## src/common/cpu_bus_pkg.sv

```systemverilog
package cpu_bus_pkg;

	localparam int ADDR_W = 16;
	localparam int BANK_ADDR_W = 15;

	// first fetch address after reset
	localparam logic [ADDR_W-1:0] RESET_PC = 16'h4000;

	localparam logic [1:0] REG_X = 2'd0;
	localparam logic [1:0] REG_Y = 2'd1;
	localparam logic [1:0] REG_Z = 2'd2;

	typedef struct packed
	{
		logic [ADDR_W-1:0] addr;
	} mem_rd_t;

	// be[0] covers the byte at addr, be[1] the one after it
	typedef struct packed
	{
		logic [ADDR_W-1:0] addr;
		logic [15:0] data;
		logic [1:0] be;
	} mem_wr_t;

	typedef struct packed
	{
		logic [BANK_ADDR_W-1:0] addr;
	} bank_rd_t;

	typedef struct packed
	{
		logic [BANK_ADDR_W-1:0] addr;
		logic [7:0] data;
		logic en;
	} bank_wr_t;

	typedef struct packed
	{
		logic [1:0] idx;
		logic [15:0] data;
		logic [1:0] be;
	} reg_wr_t;

endpackage

```

## src/common/cpu_isa_pkg.sv

```systemverilog
package cpu_isa_pkg;

	// alu group: bits [4:2] pick the function, bits [1:0] the source
	typedef enum logic [7:0]
	{
		OP_ADD_IMM = 8'h00, OP_ADD_DIR = 8'h01, OP_ADD_YL = 8'h02, OP_ADD_ZL = 8'h03,
		OP_ADC_IMM = 8'h04, OP_ADC_DIR = 8'h05, OP_ADC_YL = 8'h06, OP_ADC_ZL = 8'h07,
		OP_SUB_IMM = 8'h08, OP_SUB_DIR = 8'h09, OP_SUB_YL = 8'h0a, OP_SUB_ZL = 8'h0b,
		OP_SBC_IMM = 8'h0c, OP_SBC_DIR = 8'h0d, OP_SBC_YL = 8'h0e, OP_SBC_ZL = 8'h0f,
		OP_CP_IMM = 8'h10, OP_CP_DIR = 8'h11, OP_CP_YL = 8'h12, OP_CP_ZL = 8'h13,
		OP_AND_IMM = 8'h14, OP_AND_DIR = 8'h15, OP_AND_YL = 8'h16, OP_AND_ZL = 8'h17,
		OP_OR_IMM = 8'h18, OP_OR_DIR = 8'h19, OP_OR_YL = 8'h1a, OP_OR_ZL = 8'h1b,
		OP_XOR_IMM = 8'h1c, OP_XOR_DIR = 8'h1d, OP_XOR_YL = 8'h1e, OP_XOR_ZL = 8'h1f,
		OP_INC_XL = 8'h20, OP_DEC_XL = 8'h21,
		OP_LD_XL_IMM = 8'h30, OP_LD_XL_DIR = 8'h31, OP_LD_DIR_XL = 8'h32,
		OP_LD_XL_YL = 8'h34, OP_LD_XL_ZL = 8'h35, OP_LD_YL_XL = 8'h36, OP_LD_ZL_XL = 8'h37,
		OP_JR = 8'h40, OP_JRZ = 8'h41, OP_JRNZ = 8'h42, OP_JRC = 8'h43, OP_JRNC = 8'h44,
		OP_NOP = 8'h60,
		OP_TRAP = 8'hff
	} opcode_t;

	typedef enum logic [2:0]
	{
		FLAG_H,
		FLAG_C,
		FLAG_N,
		FLAG_Z,
		FLAG_O
	} flag_idx_t;

	// bit order follows flag_idx_t
	typedef struct packed
	{
		logic o;
		logic z;
		logic n;
		logic c;
		logic h;
	} flags_t;

	typedef enum logic [3:0]
	{
		ALU_ADD,
		ALU_ADC,
		ALU_SUB,
		ALU_SBC,
		ALU_AND,
		ALU_OR,
		ALU_XOR,
		ALU_INC,
		ALU_DEC,
		ALU_PASS
	} alu_op_t;

	typedef enum logic [1:0]
	{
		SRC_IMM,
		SRC_DIR,
		SRC_YL,
		SRC_ZL
	} alu_src_t;

	function automatic logic is_alu_group(opcode_t op);
		return op[7:5] == 3'b000;
	endfunction

	function automatic alu_src_t alu_src(opcode_t op);
		return alu_src_t'(op[1:0]);
	endfunction

	function automatic logic is_compare(opcode_t op);
		return is_alu_group(op) && op[4:2] == 3'd4;
	endfunction

	function automatic alu_op_t group_alu_op(opcode_t op);
		case (op[4:2])
			3'd0: return ALU_ADD;
			3'd1: return ALU_ADC;
			3'd2, 3'd4: return ALU_SUB;
			3'd3: return ALU_SBC;
			3'd5: return ALU_AND;
			3'd6: return ALU_OR;
			default: return ALU_XOR;
		endcase
	endfunction

	// everything whose xl result and flags come from the alu
	function automatic logic uses_alu(opcode_t op);
		return is_alu_group(op) ||
			op inside {OP_INC_XL, OP_DEC_XL, OP_LD_XL_IMM, OP_LD_XL_DIR};
	endfunction

	function automatic logic [1:0] inst_size(opcode_t op);
		if (is_alu_group(op))
			return (alu_src(op) == SRC_IMM) ? 2'd2 : (alu_src(op) == SRC_DIR) ? 2'd3 : 2'd1;
		else if (op inside {OP_LD_XL_DIR, OP_LD_DIR_XL})
			return 2'd3;
		else if (op inside {OP_LD_XL_IMM, OP_JR, OP_JRZ, OP_JRNZ, OP_JRC, OP_JRNC})
			return 2'd2;
		else
			return 2'd1;
	endfunction

	function automatic logic loads_upper(opcode_t op);
		return inst_size(op) == 2'd3;
	endfunction

	function automatic logic loads_operand(opcode_t op);
		return (is_alu_group(op) && alu_src(op) == SRC_DIR) || op == OP_LD_XL_DIR;
	endfunction

endpackage
```

## src/cpu_top.sv

```systemverilog
`timescale 1ns/1ns

module cpu_top
(
	input logic clk,
	input logic reset,
	output cpu_bus_pkg::bank_rd_t even_rd,
	output cpu_bus_pkg::bank_rd_t odd_rd,
	input logic [7:0] even_rd_data,
	input logic [7:0] odd_rd_data,
	output cpu_bus_pkg::bank_wr_t even_wr,
	output cpu_bus_pkg::bank_wr_t odd_wr,
	output logic trap
);
	import cpu_isa_pkg::*;
	import cpu_bus_pkg::*;

	mem_rd_t rd_req;
	logic [15:0] rd_word;
	mem_wr_t mem_wr;
	reg_wr_t reg_wr;
	logic execute;
	logic [23:0] inst;
	logic [15:0] operand;
	logic branch_taken;
	logic [15:0] x;
	logic [15:0] y;
	logic [15:0] z;
	flags_t flags;
	flags_t next_flags;

	fetch_unit u_fetch_unit (.*);

	execute_unit u_execute_unit (.*);

	register_file u_register_file (.*);

	mem_bank_split u_mem_bank_split
	(
		.wr_req(mem_wr),
		.*
	);

endmodule

```

## src/mem_bank_split.sv

```systemverilog
`timescale 1ns/1ns

module mem_bank_split
(
	input logic clk,
	input cpu_bus_pkg::mem_rd_t rd_req,
	output logic [15:0] rd_word,
	output cpu_bus_pkg::bank_rd_t even_rd,
	output cpu_bus_pkg::bank_rd_t odd_rd,
	input logic [7:0] even_rd_data,
	input logic [7:0] odd_rd_data,
	input cpu_bus_pkg::mem_wr_t wr_req,
	output cpu_bus_pkg::bank_wr_t even_wr,
	output cpu_bus_pkg::bank_wr_t odd_wr
);
	import cpu_bus_pkg::*;

	logic [BANK_ADDR_W-1:0] rd_base;
	logic [BANK_ADDR_W-1:0] wr_base;
	// low address bit of the data arriving this cycle
	logic rd_odd_q;

	// odd start: low byte sits in the odd bank, high byte in the next even word
	assign rd_base = rd_req.addr[ADDR_W-1:1];
	assign odd_rd.addr = rd_base;
	assign even_rd.addr = rd_base + BANK_ADDR_W'(rd_req.addr[0]);

	always_ff @(posedge clk)
		rd_odd_q <= rd_req.addr[0];

	assign rd_word = rd_odd_q ? {even_rd_data, odd_rd_data} : {odd_rd_data, even_rd_data};

	assign wr_base = wr_req.addr[ADDR_W-1:1];
	assign odd_wr.addr = wr_base;
	assign even_wr.addr = wr_base + BANK_ADDR_W'(wr_req.addr[0]);
	assign even_wr.data = wr_req.addr[0] ? wr_req.data[15:8] : wr_req.data[7:0];
	assign odd_wr.data = wr_req.addr[0] ? wr_req.data[7:0] : wr_req.data[15:8];
	assign even_wr.en = wr_req.addr[0] ? wr_req.be[1] : wr_req.be[0];
	assign odd_wr.en = wr_req.addr[0] ? wr_req.be[0] : wr_req.be[1];

endmodule

```

## src/core/execute_unit.sv

```systemverilog
`timescale 1ns/1ns

module execute_unit
(
	input logic execute,
	input logic [23:0] inst,
	input logic [15:0] operand,
	input logic [15:0] x,
	input logic [15:0] y,
	input logic [15:0] z,
	input cpu_isa_pkg::flags_t flags,
	output cpu_isa_pkg::flags_t next_flags,
	output cpu_bus_pkg::reg_wr_t reg_wr,
	output cpu_bus_pkg::mem_wr_t mem_wr,
	output logic branch_taken,
	output logic trap
);
	import cpu_isa_pkg::*;
	import cpu_bus_pkg::*;

	opcode_t opcode;
	alu_op_t alu_op;
	alu_src_t src;
	logic [7:0] alu_b;
	logic [7:0] alu_result;
	flags_t alu_flags;

	assign opcode = opcode_t'(inst[7:0]);

	// xl is always the first alu operand
	always_comb
	begin
		alu_op = ALU_PASS;
		src = SRC_IMM;
		if (is_alu_group(opcode))
		begin
			alu_op = group_alu_op(opcode);
			src = alu_src(opcode);
		end
		else if (opcode == OP_INC_XL)
			alu_op = ALU_INC;
		else if (opcode == OP_DEC_XL)
			alu_op = ALU_DEC;
		else if (opcode == OP_LD_XL_DIR)
			src = SRC_DIR;
		case (src)
			SRC_IMM: alu_b = inst[15:8];
			SRC_DIR: alu_b = operand[7:0];
			SRC_YL: alu_b = y[7:0];
			default: alu_b = z[7:0];
		endcase
	end

	alu8 u_alu8
	(
		.op(alu_op),
		.a(x[7:0]),
		.b(alu_b),
		.flags_in(flags),
		.result(alu_result),
		.flags_out(alu_flags)
	);

	always_comb
	begin
		reg_wr.idx = REG_X;
		reg_wr.data = {alu_result, alu_result};
		reg_wr.be = 2'b00;
		mem_wr.addr = inst[23:8];
		mem_wr.data = {8'h00, x[7:0]};
		mem_wr.be = 2'b00;
		next_flags = flags;
		branch_taken = 1'b0;
		trap = 1'b0;
		if (execute)
		begin
			if (uses_alu(opcode))
			begin
				next_flags = alu_flags;
				// compare keeps xl
				if (!is_compare(opcode))
					reg_wr.be = 2'b01;
			end
			else
			begin
				case (opcode)
					OP_LD_XL_YL:
					begin
						reg_wr.data = {y[7:0], y[7:0]};
						reg_wr.be = 2'b01;
					end
					OP_LD_XL_ZL:
					begin
						reg_wr.data = {z[7:0], z[7:0]};
						reg_wr.be = 2'b01;
					end
					OP_LD_YL_XL:
					begin
						reg_wr.idx = REG_Y;
						reg_wr.data = {x[7:0], x[7:0]};
						reg_wr.be = 2'b01;
					end
					OP_LD_ZL_XL:
					begin
						reg_wr.idx = REG_Z;
						reg_wr.data = {x[7:0], x[7:0]};
						reg_wr.be = 2'b01;
					end
					OP_LD_DIR_XL: mem_wr.be = 2'b01;
					OP_JR: branch_taken = 1'b1;
					OP_JRZ: branch_taken = flags[FLAG_Z];
					OP_JRNZ: branch_taken = !flags[FLAG_Z];
					OP_JRC: branch_taken = flags[FLAG_C];
					OP_JRNC: branch_taken = !flags[FLAG_C];
					OP_TRAP: trap = 1'b1;
					default: trap = 1'b0;
				endcase
			end
		end
	end

endmodule

```

## src/core/fetch_unit.sv

```systemverilog
`timescale 1ns/1ns

module fetch_unit
(
	input logic clk,
	input logic reset,
	output cpu_bus_pkg::mem_rd_t rd_req,
	input logic [15:0] rd_word,
	output logic execute,
	output logic [23:0] inst,
	output logic [15:0] operand,
	input logic branch_taken,
	input logic trap
);
	import cpu_isa_pkg::*;
	import cpu_bus_pkg::*;

	logic [ADDR_W-1:0] pc;
	logic [ADDR_W-1:0] next_pc;
	logic [23:0] inst_q;
	logic upper_valid;
	logic operand_pending;
	// low until the first read after reset has returned
	logic primed;
	opcode_t opcode;
	logic loading_upper;
	logic loading_operand;

	// upper byte comes from a read at pc+1, so it is the high byte of the word
	always_comb
	begin
		if (upper_valid)
			inst = {rd_word[15:8], inst_q[15:0]};
		else if (operand_pending)
			inst = inst_q;
		else
			inst = {8'h00, rd_word};
	end

	assign operand = rd_word;
	assign opcode = opcode_t'(inst[7:0]);

	assign loading_upper = primed && loads_upper(opcode) && !upper_valid && !operand_pending;
	assign loading_operand = primed && loads_operand(opcode) && !loading_upper &&
		!operand_pending;
	assign execute = primed && !loading_upper && !loading_operand;

	always_comb
	begin
		if (!execute || trap)
			next_pc = pc;
		else if (branch_taken)
			next_pc = pc + {{8{inst[15]}}, inst[15:8]};
		else
			next_pc = pc + {14'd0, inst_size(opcode)};
	end

	always_comb
	begin
		if (loading_upper)
			rd_req.addr = pc + 16'd1;
		else if (loading_operand)
			rd_req.addr = inst[23:8];
		else
			rd_req.addr = next_pc;
	end

	always_ff @(posedge clk)
	begin
		if (reset)
		begin
			pc <= RESET_PC;
			upper_valid <= 1'b0;
			operand_pending <= 1'b0;
			primed <= 1'b0;
		end
		else
		begin
			pc <= next_pc;
			upper_valid <= loading_upper;
			operand_pending <= loading_operand;
			primed <= 1'b1;
		end
	end

	always_ff @(posedge clk)
		inst_q <= inst;

endmodule

```

## src/core/register_file.sv

```systemverilog
`timescale 1ns/1ns

module register_file
(
	input logic clk,
	input logic reset,
	input cpu_bus_pkg::reg_wr_t reg_wr,
	input cpu_isa_pkg::flags_t next_flags,
	output logic [15:0] x,
	output logic [15:0] y,
	output logic [15:0] z,
	output cpu_isa_pkg::flags_t flags
);
	import cpu_bus_pkg::*;

	logic [15:0] regs [3];

	// byte lanes written independently
	always_ff @(posedge clk)
	begin
		if (reg_wr.be[0])
			regs[reg_wr.idx][7:0] <= reg_wr.data[7:0];
		if (reg_wr.be[1])
			regs[reg_wr.idx][15:8] <= reg_wr.data[15:8];
	end

	always_ff @(posedge clk)
	begin
		if (reset)
			flags <= '0;
		else
			flags <= next_flags;
	end

	assign x = regs[REG_X];
	assign y = regs[REG_Y];
	assign z = regs[REG_Z];

endmodule

```

## src/core/alu8.sv

```systemverilog
`timescale 1ns/1ns

module alu8
(
	input cpu_isa_pkg::alu_op_t op,
	input logic [7:0] a,
	input logic [7:0] b,
	input cpu_isa_pkg::flags_t flags_in,
	output logic [7:0] result,
	output cpu_isa_pkg::flags_t flags_out
);
	import cpu_isa_pkg::*;

	always_comb
	begin
		logic [7:0] addend;
		logic carry_in;
		logic [8:0] sum;
		logic [4:0] half;
		logic arith;

		arith = 1'b1;
		addend = b;
		carry_in = 1'b0;
		// subtract is add of the complement, carry set means no borrow
		case (op)
			ALU_ADD: carry_in = 1'b0;
			ALU_ADC: carry_in = flags_in.c;
			ALU_SUB:
			begin
				addend = ~b;
				carry_in = 1'b1;
			end
			ALU_SBC:
			begin
				addend = ~b;
				carry_in = flags_in.c;
			end
			ALU_INC: addend = 8'h01;
			ALU_DEC:
			begin
				addend = 8'hfe;
				carry_in = 1'b1;
			end
			default: arith = 1'b0;
		endcase

		sum = {1'b0, a} + {1'b0, addend} + {8'd0, carry_in};
		half = {1'b0, a[3:0]} + {1'b0, addend[3:0]} + {4'd0, carry_in};

		flags_out = flags_in;
		if (arith)
		begin
			result = sum[7:0];
			flags_out.c = sum[8];
			flags_out.h = half[4];
			flags_out.o = (a[7] == addend[7]) && (sum[7] != a[7]);
		end
		else
		begin
			case (op)
				ALU_AND: result = a & b;
				ALU_OR: result = a | b;
				ALU_XOR: result = a ^ b;
				default: result = b;
			endcase
		end
		flags_out.z = (result == 8'h00);
		flags_out.n = result[7];
	end

endmodule

```

## config.mk

```make
export PLATFORM = sky130hd
export DESIGN_NAME = cpu_top
export DESIGN_NICKNAME = d
export VERILOG_FILES = /design/src/common/cpu_bus_pkg.sv /design/src/common/cpu_isa_pkg.sv /design/src/cpu_top.sv /design/src/mem_bank_split.sv /design/src/core/execute_unit.sv /design/src/core/fetch_unit.sv /design/src/core/register_file.sv /design/src/core/alu8.sv
export SDC_FILE = /design/constraint.sdc
export NUM_CORES = 1
export LEC_CHECK = 0
export BUFFER_PORTS_ARGS = -buffer_cell sky130_fd_sc_hd__buf_4
export CAP_MARGIN = 40
export CORE_UTILIZATION = 40
export CTS_CLUSTER_DIAMETER = 40
export CTS_CLUSTER_SIZE = 25
export DETAILED_ROUTE_END_ITERATION = 10
export PLACE_DENSITY = 0.6
export SYNTH_ARGS = -nofsm -noshare
export SYNTH_HDL_FRONTEND = slang
export SYNTH_SLANG_ARGS = --single-unit
```

## constraint.sdc

```tcl
create_clock -name clk -period 9.6 [get_ports clk]
set_clock_uncertainty 0.2 [all_clocks]
set_input_delay 1.44 -clock clk [delete_from_list [all_inputs] [get_ports clk]]
set_output_delay 1.44 -clock clk [all_outputs]
set_load 0.01 [all_outputs]
```

======== After elaboration in Yosys (flattened, before gate mapping) ========
Memory sizes are Yosys's and may differ from the RTL's.
Index checks and enable logic that the tools add are counted.
cells by class
  add/sub/neg operators ................... 7
  multipliers ............................. 0
  divide/modulo/power cells ............... 0
  magnitude comparators ................... 0
  equality and inequality tests ........... 33
  shift-type cells ........................ 0
  muxes and demuxes ....................... 52
  bitwise logic cells ..................... 4
  reductions and logical operators ........ 37
operator list
  operator               count
  $mux 16                5
  $eq 8x6->1 const B     9
  $pmux 8 s3             3
  $pmux 18 s3            1
  $mux 24                2
  $eq 8x7->1 const B     5
  $add 15x1->15          2
  $mux 2                 13
  $mux 8                 3
  $mux 20                1
  $mux 18                1
  $pmux 3 s6             1
  $mux 1                 17
  $add 16x1->16 const B  1
  $add 16x16->16         1
  $add 16x2->16          1
  $eq 4x3->1 const B     4
  $logic_and 1x1->1      10
  $reduce_or 2->1        5
  $add 8x8->9            1
  $add 9x1->9            1
  $eq 3x3->1 const B     3
  $and 8x8->8            1
  $eq 4x2->1 const B     2
  other kinds (26)       40
word-level totals
  register bits ........................... 46
  latch bits .............................. 0
  memory bits (writable) .................. 48
  ROM bits ................................ 0
  input port bits ......................... 18
  output and inout bits ................... 79
  word-level logic and storage cells ...... 142
  memories kept ........................... 1
memory list
  memory                depth  width  read ports  clocked after memory_dff  wr ports  RTL line             source
  u_register_file.regs  3      16     3           0                         1         register_file.sv:16  logic [15:0] regs [3];

======== Longest topological paths before layout ========
  depth in word-level cells ............... 26
  gate-level depth with buffers ........... 26
  mapped depth without buffers ............ 23

======== Modules after synthesis ========
From an unflattened synthesis, not the netlist that was laid out.
unflattened totals
  cell total of the unflattened synthesis .. 939
  area, all modules ....................... 8629.5 µm²
by module, submodules not included
  module          instances  cells each  area an instance (µm²)  sequential area each (µm²)
  fetch_unit      1          389         3300.7                  860.8
  register_file   1          64          1622.8                  1541.5
  alu8            1          176         1239.9                  0.0
  execute_unit    1          164         1236.2                  0.0
  mem_bank_split  1          146         1229.9                  20.0

======== Worst setup path after synthesis ========
No wires, ideal clock.
  path type ............................... input-to-output
  from .................................... input port odd_rd_data[1]
  to ...................................... output port even_rd[14] in the netlist's numbering
  data arrival time ....................... 6.084 ns
  required time ........................... 7.960 ns
  setup slack ............................. 1.876 ns
  stages on the path ...................... 21
  path through ............................ mux2_2 -> a21boi_2 -> buf_4 -> nand3_1 -> or3_1 -> and2_1 -> buf_4 -> buf_6 -> a2111oi_4 -> ha_1 -> a21o_1 -> a2111oi_0 -> a221oi_1 -> a21o_1 -> a21o_1 -> a31oi_1 -> xor2_1 -> nor2_1 -> mux2i_1 -> a211o_2 -> xnor2_1
RTL lines
  item             RTL line       source
  start, declared  cpu_top.sv:10  input logic [7:0] odd_rd_data,
  end, declared    cpu_top.sv:7   output cpu_bus_pkg::bank_rd_t even_rd,

==> metrics.txt <==
die height 132 um; drt wl/cell 18.9 um; die width 132 um; crit-path max FO 15; drt first pass iters 5; via count 6590; FFs w/ async S/R, synth 0; post-synth net total 931; Tcrit/Tclk final 0.917; Total GRT Usage 0.247; R2R depth 20; min-delay worst type reg2reg; Root Driver clkbuf_16; # H-tree levels 3; achievable frequency 0.114 GHz; Syn. warnings 0; GP Congestion 0.935; post-synth top area cell dfxtp_1; initial DRC count 547; Synth-to-Final Area Change 14.4%; DRC Markers 0; fraction of layout cells with a size suffix above 1 0.183; Syn Inst Count 867; hpwl dp 16.5 mm; top post-synthesis cells by area dfxtp_1 (14%), edfxtp_1 (11%), ha_1 (7.9%), nand2_1 (6.4%), nor2_1 (5.3%); worst vdd ir 113 uV; die area 17500 sq um; Crit path arrival time 7.17 ns; Core Area 16600 sq um; clock sink count 70; critical path endpoint category primary output; final hold slack 0.281 ns; Req. time, crit path 7.96 ns; Slew headroom 0.386; FF+latch area 1640 sq um; Hold Path Depth 2; fin crit period 8.81 ns; most frequent cells in the layout nand2_1 (116), buf_4 (110), nor2_1 (95), a21oi_1 (64), dfxtp_1 (46); Starting Density 0.409; PnR Total Power 1960 uW; CTS max path bufs 2; PnR worst setup slack 0.793 ns; largest net degree at the start of global routing 27; Clock Latency Late Sink 0.35 ns; Slew Limit Fails 0; Final Hold Viols 0; Pwr per Cell Area 252 nW/um^2; TritonCTS clock tree yes; initial antenna violation count 0; Post-Syn Area 6790 sq um; remaining global-route overflow 0; post-CTS sizing 0; vias in the first global route 5914; final setup fails 0; final antenna diode count 0; Setup TNS 0 ns; total wire length 21.6 mm; share of the synthesized area in the top cell type 0.136; commonest non-fill, non-tap cell in the layout nand2_1; number of library cell types mapped by synthesis 80; Clock transition at path regs 0.06 ns; Critical Path Source Type input port; RSZ-0062 raised after global routing no; CTS buffer count 9; Worst-Margin Slew 0.919 ns; first-pass GRT wire length 33.7 mm; Post-CTS Setup Bufs 0; critical path type in2out; Syn Area/Cell 7.83 sq um; IO Port Bufs 96; sequential element share of the synthesized area 0.242; Ports 97; Via density 5.75; status finished clean; nets 986; Leakage Power 0.00347 uW; FF+latch count, synth 70; FILL cells 1678; pre-CTS setup slack 0.870 ns; dominant synthesized flop cell dfxtp_1; number of synthesized flops with an enable pin 24; # hold bufs at CTS 0; num rows 47; Antenna Nets Post-Route 0; multi-input logic area 4530 sq um; max_cap viols 0
[where the power goes]
group	leakage [uW]	internal [uW]	switching, uW
sequential	0.000595	378	49.3
clock	0.000142	187	148
combinational	0.00273	468	728
[Yosys cell counts (12+ instances only)]
cell type / n
a211oi_1: 15
a21o_1: 16
a21oi_1: 64
and3_1: 12
buf_4: 35
clkbuf_1: 18
dfxtp_1: 46
edfxtp_1: 24
ha_1: 43
inv_1: 41
mux2i_1: 28
nand2_1: 116
nand3_1: 24
nor2_1: 95
nor3_1: 12
o21ai_0: 42
xnor2_1: 36
xor2_1: 21
[routing by layer]
metal | track usage | wire, um
met5 | 0 | 0
met4 | 0.0817 | 457
met3 | 0.0358 | 1540
met2 | 0.386 | 9420
met1 | 0.349 | 10200
[flip-flops by register name (all words and copies together) (netlist names)]
| register | flops |
|---|---|
| u_fetch_unit.operand_pending | 1 |
| u_fetch_unit.primed | 1 |
| u_fetch_unit.pc | 16 |
| u_fetch_unit.upper_valid | 1 |
| u_mem_bank_split.rd_odd_q | 1 |
| u_fetch_unit.inst_q | 24 |
| u_register_file.regs | 24 |
| u_register_file.flags | 2 |
[metrics by stage]
stage,instances,area (sq um),util
floorplan,867,6790,-
global placement,1129,7460,0.450
detailed placement,1131,7480,0.451
CTS,1147,7770,0.468
global route,1147,7770,0.468
finish,1147,7770,0.468
[cells by family after synthesis]
| logic type | Yosys count | synth area share |
|---|---|---|
| muxes | 39 | 0.0628 |
| adders and majority gates | 46 | 0.0881 |
| DFF | 70 | 0.242 |
| AOI/OAI and AO/OA | 224 | 0.226 |
| buffers and inverters | 116 | 0.0916 |
| and+or+nand+nor | 315 | 0.216 |
| xor gates and xnor gates | 57 | 0.0735 |
[critical path, cell delays in order]
cell      delay [ns]
buf_4           0.11
mux2i_1         0.26
o21a_1          0.44
clkinv_2        0.21
a31oi_1         0.27
or3_1           0.22
and2_1          0.60
a211o_1         0.35
o21ai_0         0.12
ha_1            0.22
fa_1            0.40
a21o_1          0.20
a311oi_1        0.42
o21ai_0         0.22
xor2_1          0.26
a211oi_1        0.12
o41ai_4         0.51
nand2_1         0.09
nor3_1          0.20
nand3_1         0.12
xnor2_1         0.21
buf_4           0.16
[area by class of cell]
type                            count  share of cell area
Timing Repair Buffer              112               0.108
Tap cell                          220              0.0354
Multi-Input combinational cell    681               0.584
Inverter                           48              0.0238
Clock buffer                       10              0.0308
Clock inverter                      6             0.00660
Sequential cell                    70               0.211
[final timing paths]
| kind | startpoint | endpoint | slack, ns |
|---|---|---|---|
| worst min register to register | u_fetch_unit.inst_q[22]$_DFF_P_ | u_fetch_unit.inst_q[22]$_DFF_P_ | 0.28 |
| worst max-delay path | odd_rd_data[4] | even_rd[14] | 0.79 |
| worst min-delay path | u_fetch_unit.inst_q[22]$_DFF_P_ | u_fetch_unit.inst_q[22]$_DFF_P_ | 0.28 |
| worst max register to register | u_mem_bank_split.rd_odd_q$_DFF_P_ | u_register_file.flags[3]$_SDFFE_PP0P_ | 3.18 |
Note: power is estimated with default switching activity, not from simulation.
